===== src/logic/sound_pkg.sv =====
`default_nettype none

package sound_pkg;

  ////////////////////
  // host write port

  localparam int sel_w  = 2;
  localparam int data_w = 8;

  localparam logic [sel_w-1:0] sel_n      = 2'd0;  // tone reload value N
  localparam logic [sel_w-1:0] sel_mode   = 2'd1;  // mode register
  localparam logic [sel_w-1:0] sel_sign   = 2'd2;  // ts / ss flags
  localparam logic [sel_w-1:0] sel_sample = 2'd3;  // DAC sample byte

  localparam int mode_tone_ie_bit = 1;  // tone interrupt enable
  localparam int sign_ts_bit      = 7;  // tone sign
  localparam int sign_ss_bit      = 6;  // sample sign

  ////////////////////
  // timing and counters

  localparam int step_div = 8;  // enabled clocks per machine step
  localparam int nuc_w    = 3;  // reload counter width

  // band limits of N
  localparam logic [data_w-1:0] n_lim_08 = 8'h08;
  localparam logic [data_w-1:0] n_lim_10 = 8'h10;
  localparam logic [data_w-1:0] n_lim_20 = 8'h20;
  localparam logic [data_w-1:0] n_lim_40 = 8'h40;

  ////////////////////
  // interrupt vector

  localparam int vec_w = 12;

  localparam logic [vec_w-1:0] vec_tone_base = 12'h020;
  localparam logic [vec_w-1:0] vec_ofs_10    = 12'h004;  // N in 10..1F
  localparam logic [vec_w-1:0] vec_ofs_20    = 12'h008;  // N in 20..3F
  localparam logic [vec_w-1:0] vec_ofs_40    = 12'h00c;  // N in 40..FF

  ////////////////////
  // DAC

  localparam int pcm_w = 9;  // sign plus 8 bit magnitude

endpackage

`default_nettype wire

===== src/logic/upd1771c_sound.sv =====
`default_nettype none

module upd1771c_sound (
  input  logic                        CLK,
  input  logic                        reset,
  input  logic                        cken,
  input  logic                        wr,
  input  logic [sound_pkg::sel_w-1:0]  wr_sel,
  input  logic [sound_pkg::data_w-1:0] wr_data,
  input  logic                        reti,
  output logic                        irq,
  output logic [sound_pkg::vec_w-1:0]  irq_vec,
  output logic [sound_pkg::pcm_w-1:0]  pcm_out
);

  logic       step;       // machine step strobe
  logic       tone_trig;
  logic [3:0] n_range;    // band of N, one-hot

  ////////////////////
  // clock generator

  phase_gen u_phase_gen (
    .CLK   (CLK),
    .reset (reset),
    .cken  (cken),
    .step  (step)
  );

  ////////////////////
  // tone section

  tone_counter u_tone_counter (
    .CLK       (CLK),
    .reset     (reset),
    .step      (step),
    .wr        (wr),
    .wr_sel    (wr_sel),
    .wr_data   (wr_data),
    .n_range   (n_range),
    .tone_trig (tone_trig)
  );

  tone_irq u_tone_irq (
    .CLK       (CLK),
    .reset     (reset),
    .step      (step),
    .wr        (wr),
    .wr_sel    (wr_sel),
    .wr_data   (wr_data),
    .tone_trig (tone_trig),
    .n_range   (n_range),
    .reti      (reti),
    .irq       (irq),
    .irq_vec   (irq_vec)
  );

  ////////////////////
  // DAC output

  dac_out u_dac_out (
    .CLK     (CLK),
    .reset   (reset),
    .wr      (wr),
    .wr_sel  (wr_sel),
    .wr_data (wr_data),
    .pcm_out (pcm_out)
  );

endmodule

`default_nettype wire


===== src/logic/dac_out.sv =====
`default_nettype none

module dac_out (
  input  logic                        CLK,
  input  logic                        reset,
  input  logic                        wr,
  input  logic [sound_pkg::sel_w-1:0]  wr_sel,
  input  logic [sound_pkg::data_w-1:0] wr_data,
  output logic [sound_pkg::pcm_w-1:0]  pcm_out
);

  import sound_pkg::*;

  logic              ts;         // tone sign
  logic              ss;         // sample sign, DAC negative
  logic [data_w+1:0] da;         // {invert, negative, sample}
  logic [data_w-1:0] mag;
  logic              pcm_neg;

  ////////////////////
  // sign flags and DA latch

  always_ff @(posedge CLK) begin
    if (reset) begin
      ts <= 1'b0;
      ss <= 1'b0;
    end else if (wr && (wr_sel == sel_sign)) begin
      ts <= wr_data[sign_ts_bit];
      ss <= wr_data[sign_ss_bit];
    end
  end

  always_ff @(posedge CLK) begin
    if (reset) begin
      da <= '0;
    end else if (wr && (wr_sel == sel_sample)) begin
      da <= {ss ^ ts, ss, wr_data};
    end
  end

  ////////////////////
  // PCM conversion

  // top DA bit flips the byte before the DAC
  assign mag     = da[data_w+1] ? ~da[data_w-1:0] : da[data_w-1:0];
  assign pcm_neg = da[data_w];

  // sign bit above the byte, lower bits inverted when negative
  assign pcm_out = {pcm_neg, pcm_neg ? ~mag : mag};

endmodule

`default_nettype wire


===== src/logic/tone_irq.sv =====
`default_nettype none

module tone_irq (
  input  logic                        CLK,
  input  logic                        reset,
  input  logic                        step,
  input  logic                        wr,
  input  logic [sound_pkg::sel_w-1:0]  wr_sel,
  input  logic [sound_pkg::data_w-1:0] wr_data,
  input  logic                        tone_trig,
  input  logic [3:0]                  n_range,
  input  logic                        reti,
  output logic                        irq,
  output logic [sound_pkg::vec_w-1:0]  irq_vec
);

  import sound_pkg::*;

  logic             tone_ie;     // mode bit
  logic             pending;
  logic             active;
  logic             set_active;
  logic [vec_w-1:0] vec_ofs;

  ////////////////////
  // mode register

  always_ff @(posedge CLK) begin
    if (reset) begin
      tone_ie <= 1'b0;
    end else if (wr && (wr_sel == sel_mode)) begin
      tone_ie <= wr_data[mode_tone_ie_bit];
    end
  end

  ////////////////////
  // pending / active

  // pending is promoted at the next step boundary
  assign set_active = step & pending & tone_ie & ~active;

  always_ff @(posedge CLK) begin
    if (reset) begin
      pending <= 1'b0;
    end else if (set_active) begin
      pending <= 1'b0;
    end else if (tone_trig && tone_ie && !active) begin
      pending <= 1'b1;  // dropped while active
    end
  end

  always_ff @(posedge CLK) begin
    if (reset) begin
      active <= 1'b0;
      irq    <= 1'b0;
    end else begin
      irq <= set_active;  // one cycle, same edge as active
      if (set_active) begin
        active <= 1'b1;
      end else if (reti) begin
        active <= 1'b0;
      end
    end
  end

  ////////////////////
  // vector

  always_comb begin
    vec_ofs = '0;  // 08..0F sits on the base
    if (n_range[1]) begin
      vec_ofs = vec_ofs_10;
    end else if (n_range[2]) begin
      vec_ofs = vec_ofs_20;
    end else if (n_range[3]) begin
      vec_ofs = vec_ofs_40;
    end
  end

  always_ff @(posedge CLK) begin
    if (set_active) begin
      irq_vec <= vec_tone_base + vec_ofs;  // held until next irq
    end
  end

  a_irq_enabled : assert property (
    @(posedge CLK) disable iff (reset)
    irq |-> $past(tone_ie)
  );

  a_irq_not_nested : assert property (
    @(posedge CLK) disable iff (reset)
    irq |-> !$past(active)
  );

endmodule

`default_nettype wire


===== src/logic/tone_counter.sv =====
`default_nettype none

module tone_counter (
  input  logic                        CLK,
  input  logic                        reset,
  input  logic                        step,
  input  logic                        wr,
  input  logic [sound_pkg::sel_w-1:0]  wr_sel,
  input  logic [sound_pkg::data_w-1:0] wr_data,
  output logic [3:0]                  n_range,
  output logic                        tone_trig
);

  import sound_pkg::*;

  logic [data_w-1:0] n;          // reload value
  logic [data_w-1:0] nc;         // down counter
  logic [nuc_w-1:0]  nuc;        // counts NC reloads
  logic              nc_eq_01;
  logic              reload_d;   // reload seen on the previous step
  logic              tone_cond;
  logic              tone_cond_d;

  ////////////////////
  // N register

  always_ff @(posedge CLK) begin
    if (wr && (wr_sel == sel_n)) begin
      n <= wr_data;
    end
  end

  ////////////////////
  // NC and NUC

  assign nc_eq_01 = (nc == data_w'(1));

  always_ff @(posedge CLK) begin
    if (reset) begin
      nc <= '0;
    end else if (step) begin
      if (nc_eq_01) begin
        nc <= n;  // reload
      end else begin
        nc <= nc - 1'b1;
      end
    end
  end

  // nuc bumps one step after each reload
  always_ff @(posedge CLK) begin
    if (reset) begin
      reload_d <= 1'b0;
      nuc      <= '0;
    end else if (step) begin
      reload_d <= nc_eq_01;
      if (reload_d) begin
        nuc <= nuc + 1'b1;
      end
    end
  end

  ////////////////////
  // range and trigger

  assign n_range[0] = (n >= n_lim_08) && (n < n_lim_10);
  assign n_range[1] = (n >= n_lim_10) && (n < n_lim_20);
  assign n_range[2] = (n >= n_lim_20) && (n < n_lim_40);
  assign n_range[3] = (n >= n_lim_40);

  // short N uses higher nuc bits, so the period stays roughly even
  always_comb begin
    if (n_range[3]) begin
      tone_cond = reload_d;
    end else if (n_range[2]) begin
      tone_cond = nuc[0];
    end else if (n_range[1]) begin
      tone_cond = nuc[1];
    end else if (n_range[0]) begin
      tone_cond = nuc[2];
    end else begin
      tone_cond = 1'b0;  // N below 08, silent
    end
  end

  always_ff @(posedge CLK) begin
    if (reset) begin
      tone_cond_d <= 1'b0;
    end else if (step) begin
      tone_cond_d <= tone_cond;
    end
  end

  // falling edge of the condition, seen on a step
  assign tone_trig = step & (|n_range) & tone_cond_d & ~tone_cond;

  a_range_onehot : assert property (
    @(posedge CLK) disable iff (reset)
    $onehot0(n_range)
  );

endmodule

`default_nettype wire


===== src/logic/phase_gen.sv =====
`default_nettype none

module phase_gen (
  input  logic CLK,
  input  logic reset,
  input  logic cken,
  output logic step
);

  import sound_pkg::*;

  ////////////////////
  // cycle counter

  logic [$clog2(step_div)-1:0] cyc_cnt;  // position inside the step

  always_ff @(posedge CLK) begin
    if (reset) begin
      cyc_cnt <= '0;
    end else if (cken) begin
      cyc_cnt <= cyc_cnt + 1'b1;  // wraps every step_div enables
    end
  end

  // last state of the cycle, same slot as the cp1p phase
  assign step = cken & (&cyc_cnt);

endmodule

`default_nettype wire


===== config.mk =====
export PLATFORM = sky130hd
export DESIGN_NAME = upd1771c_sound
export DESIGN_NICKNAME = d
export VERILOG_FILES = /design/src/logic/sound_pkg.sv /design/src/logic/upd1771c_sound.sv /design/src/logic/dac_out.sv /design/src/logic/tone_irq.sv /design/src/logic/tone_counter.sv /design/src/logic/phase_gen.sv
export SDC_FILE = /design/constraint.sdc
export NUM_CORES = 1
export LEC_CHECK = 0
export ABC_AREA = 1
export BUFFER_PORTS_ARGS = -buffer_cell sky130_fd_sc_hd__buf_2
export CAP_MARGIN = 5
export CORE_ASPECT_RATIO = 1.5
export CORE_MARGIN = 4
export CORE_UTILIZATION = 40
export DETAILED_ROUTE_END_ITERATION = 16
export SYNTH_ARGS = -nofsm -noshare
export SYNTH_HDL_FRONTEND = slang
export SYNTH_SLANG_ARGS = --single-unit

===== constraint.sdc =====
create_clock -name CLK -period 1.6 [get_ports CLK]
set_clock_uncertainty 0.05 [all_clocks]
set_input_delay 0.48 -clock CLK [delete_from_list [all_inputs] [get_ports CLK]]
set_output_delay 0.48 -clock CLK [all_outputs]
set_load 0.01 [all_outputs]

; Word level (Yosys, flattened, before mapping)
; Cells that the tools add are included.
[word_totals]
input_bits = 15
reg_bits = 52
out_inout_bits = 22
[classes]
addsub = 4
mux = 12
bitwise_logic = 12
n_lt_le_gt_ge = 7
reduce_logical = 16
n_eq_ne = 4
[op_table]
columns = operator, count
row1 = 12-bit two-way mux, 2
row2 = 8-bit two-way mux, 3
row3 = 8-bit inverter, 2
row4 = 6-bit by 12-bit adder with 12-bit output (first input constant), 1
row5 = 1-bit logical AND, 9
row6 = 8-bit by 1-bit equality test with 1-bit output (second input constant), 1
row7 = 8-bit by 4-bit greater-or-equal comparator with 1-bit output (second input constant), 1
row8 = 8-bit by 5-bit greater-or-equal comparator with 1-bit output (second input constant), 1
row9 = 8-bit by 6-bit greater-or-equal comparator with 1-bit output (second input constant), 1
row10 = 8-bit by 7-bit greater-or-equal comparator with 1-bit output (second input constant), 1
row11 = 8-bit by 5-bit < comparator with 1-bit output (second input constant), 1
row12 = 8-bit by 6-bit < comparator with 1-bit output (second input constant), 1
row13 = 8-bit by 7-bit < comparator with 1-bit output (second input constant), 1
row14 = 8-bit by 1-bit subtractor with 8-bit output (second input constant), 1
row15 = 1-bit bitwise AND, 7
row16 = 3-bit by 1-bit adder with 3-bit output (second input constant), 2
row17 = 1-bit two-way mux, 6
row18 = 2-bit equality test (second input constant), 2
row19 = 4-bit two-way mux, 1
row20 = 4-bit OR reduction, 1
row21 = 3-bit AND reduction, 1
row22 = 2-bit by 1-bit equality test with 1-bit output (second input constant), 1
row23 = 2-bit logical NOT, 1
row24 = 1-bit inverter, 2
row25 = other kinds (5), 5

; Logic depth before layout (Yosys ltp)
[logic_depth]
word_depth = 10
mapped_depth = 9
ltp_nobuf = 9

; Cells and area by module
; A second synthesis with hierarchy kept.
[hier_totals]
hier_cells = 287
hier_area_um2 = 2172.1
[modules_own_cells]
columns = module, area_each_um2, cells_each, seq_area_each_um2, instances
row1 = tone_counter, 1121.1, 146, 500.5, 1
row2 = dac_out, 578.1, 78, 240.2, 1
row3 = tone_irq, 324.1, 41, 140.1, 1
row4 = phase_gen, 148.9, 22, 60.1, 1

; Least setup slack after synthesis
; Ideal clock, no wire load.
[synth_path]
path_kind = input to register
start = in wr_sel[0] (netlist bit)
end = reg u_tone_counter.n[0] (enable)
path_buffers = 0
cell_stages = 1
required_time_ns = 1.167
path_slack_ns = 0.046
arrival_time_ns = 1.121
path_cell_list = nor3_1
[synth_via]
elab_chain_len = 2
[synth_lines]
columns = item, line_no
row1 = "start, declared", upd1771c_sound.sv:8  ; input logic [sound_pkg::sel_w-1:0] wr_sel,
row2 = 2-bit logical NOT, tone_counter.sv:28  ; if (wr && (wr_sel == sel_n)) begin
row3 = 1-bit logical AND, tone_counter.sv:28
row4 = "end signal, assigned", tone_counter.sv:29  ; n <= wr_data;
row5 = "end, declared", tone_counter.sv:16  ; logic [data_w-1:0] n;
; No other way between the ends.
; A chain may end at the register's enable or synchronous reset.

; Worst setup path in the final report
[layout_path]
start = reg u_dac_out.da[9]
end = out pcm_out[1] (netlist bit)
[layout_via]
elab_chain_len = 3
[layout_lines]
columns = item, line_no
row1 = "start, declared", dac_out.sv:16  ; logic [data_w+1:0] da;
row2 = "start signal, assigned", dac_out.sv:37  ; da <= {ss ^ ts, ss, wr_data};
row3 = 8-bit two-way mux *, dac_out.sv:45  ; assign mag = da[data_w+1] ? ~da[data_w-1:0] : da[data_w-1:0];
row4 = 8-bit inverter, dac_out.sv:49  ; assign pcm_out = {pcm_neg, pcm_neg ? ~mag : mag};
row5 = 8-bit two-way mux *, dac_out.sv:49
row6 = "end, declared", upd1771c_sound.sv:13  ; output logic [sound_pkg::pcm_w-1:0] pcm_out
; Every way passes the cells marked *; elsewhere a longest branch is shown, timed or not.

==> results.md <==
* Register area share after synthesis at 44.9%
* Bufs and invs on worst path at 2
* Violated checks: negative setup slack
* Setup slack, reg-to-reg at approximately 100 ps
* Initial DRC count at 44
* Util after Layout at between 40% and 50%
* Post-CTS Hold Fix Bufs at 0
* Register area at 948 um2
* Switching Power at 0.522 mW
* Initial antenna violation count at 0
* EDFF count, synth at 10
* Register clock-pin slew on the reported worst setup and hold paths at around 80 ps
* CTS tree: built
* Synth warn at 0
* Critical Path Fanout Max at 7
* Via density at 4.67
* Total CTS buffers at 5
* Final Hold Vio Count at 0
* Worst vdd ir at 480 uV
* Crit path DAT at ~1300 ps
* Max stage delay cell, worst path: dfxtp_4
* Clk pwr share at 37.4%
* Pint at 1.68 mW
* Yosys reg bits at 42
* Leak at about 1.1 nW
* RSZ-0062 raised after global routing: yes
* IO Pins at 37
* Status: complete, but fails checks
* Initial core utilization at 40.9%
* Skew-Pair Late Insertion Delay at 290 ps
* TritonRoute pass-1 iters at 4
* Final nets at 319
* # rows at 32
* Die height at between 90 and 100 um
* Delay-heaviest family, CP: flip-flops
* Combinational group share of total power at 10.8%
* DP HPWL at about 3.2 mm
* Critical path type: register to primary output
* Top cell type's share of synthesized area at 30.6%
* Number of remaining DRC errors at 0
* Avg Cell Area, Syn at about 7.9 um2
* Sw frac at a little under a quarter
* Via count at between 1.5k and 2k
* # setup viols final at 8
* Die ar. at 6480 um2
* Area grow syn2layout at 16.9%
* Fillcell total at 552
* CP Launch Type: register
* Hold crit path type: primary input to register
* Post-synth cell types at 28
* CTS H-tree depth at 2
* Setup WS pre-CTS at -10.2 ps
* Area of the multi-input gates at roughly 900 um2
* Max-cap violation count at 0
* Worst hold path cell count at 1
* RePlAce Congestion at 0.835
* CP cell instances: xor2_4 -> buf_12 -> xor2_1 -> buf_2
* WL final at 4.22 mm
* Layout cell share with drive strength beyond 1 at 18.7%
* Grt total ovfl at 0
* Flop pwr share at 51.8%
* I/O Buffers at 26
* Tot GR Track Use at around 15%
* Critical path endpoint category: primary output
* Post-Syn Instances at 265
* R2R depth at 8
* Final Cycle Share at 115%
* Async set or reset register ratio after synthesis at 0%
* DR WL/cell at 11.5 um
* Top FF cell, synth: dfxtp_1
* Worst setup margin at -239 ps
* List of most frequent post-synthesis cells: inv_1, nand2_1, dfxtp_1
* # diodes at 0
* Max-slew violation count at 0
* Postcts setup bufs at 0
* CTS Sinks at 42
* Die width at 67.1 um
* Final ANT Viol Nets at 0
* PD cells at 900 nW/um2
* Number of global-route vias before repair at 1655
* Top-count cell post-synth: inv_1
* Area leader, netlist: dfxtp_1
* Max Root-Sink Buffers at 2
* Largest net degree at the start of global routing at 21
* Fmax achieved at roughly 540 MHz
* First-pass GRT wire length at 7.41 mm
* CP Depth at 4
* Top cells by area, synth: dfxtp_1, edfxtp_1, inv_1
* Mapped cell area at 2090 um2
* CP required at ~1100 ps
* CORE AREA at 5120 um2
* Critical path's largest stage delay at around 370 ps
* Final worst path period need at roughly 1800 ps
* CTS root buffer: clkbuf_8
## cell type report
class	count	area share, %
Timing Repair Buffer	36	9.91
Multi-Input combinational cell	170	36.7
Inverter	44	6.74
Clock inverter	3	1.64
Tap cell	68	3.47
Sequential cell	42	38.7
Clock buffer	5	2.81
## registers in the layout, summed over array words and instances, names as in the netlist, 2 cells and up
name and count:
u_tone_counter.n 8, u_tone_irq.irq_vec 2, u_tone_counter.nuc 3, u_dac_out.da 10, u_phase_gen.cyc_cnt 3, u_tone_counter.nc 8
## repair_timing
item,CTS,global route
pin swaps,3,3
gates cloned,0,0
setup endpoints to repair,8,12
resized for setup,4,2
## power groups by stage
stage	registers (mW)	clock network [mW]	logic [mW]
6_report	1.14	0.823	0.237
5_1_grt	1.15	0.895	0.270
4_1_cts	1.14	0.855	0.240
3_5_place_dp	1.17	0	0.238
3_3_place_gp	1.17	0	0.237
2_1_floorplan	1.16	0	0.154
## metrics by stage
stage	area [um2]	power [mW]	cells	hold WS, ps	setup TNS [ps]
global placement	2330	1.41	360	390	0
finish	2450	2.20	368	321	-1760
floorplan	2120	1.32	273	377	0
detailed placement	2330	1.41	360	395	-10.2
CTS	2440	2.24	368	307	-1980
global route	2450	2.31	368	301	-2390
## path summary, 6_finish.rpt
| path | start | end |
|---|---|---|
| worst max-delay path | u_dac_out.da[9] | pcm_out[1] |
| worst min-delay path | wr_data[3] | u_tone_counter.n[3] |
| worst max register to register | u_phase_gen.cyc_cnt[0] | u_tone_counter.nc[3] |
| worst min register to register | u_tone_irq.pending | u_tone_irq.pending |
## cell usage in the layout, fill, tap and decap left out, types with 3 or more instances in the layout
cell	Yosys	final
nand4_1	7	7
nand2_2	3	3
clkbuf_8	1	5
xor2_1	9	9
edfxtp_1	10	10
ha_1	5	5
dfxtp_1	32	30
o21ai_0	24	24
a21oi_1	24	23
nor2_1	25	25
buf_4	11	7
inv_1	44	43
nand3_1	14	14
nand2_1	36	36
nor3_1	3	3
conb_1	2	10
buf_12	0	3
buf_2	0	26
## routing by layer
metal	wire, um	GRT usage [%]
met3	171	3.25
met2	2220	25.2
met4	102	6.09
met5	0	0
met1	1720	16.7
## cells by family after synthesis
kind of cell / count (synthesis) / synth area share (%)
adders and majority gates: 5 / 2.99
xor gates and xnor gates: 11 / 5.50
other: 2 / 0.359
buffers and inverters: 61 / 13.8
DFF: 42 / 44.9
AOI/OAI and AO/OA: 52 / 12.8
and+or+nand+nor: 92 / 19.7
Power figures use the tool's default switching activity.
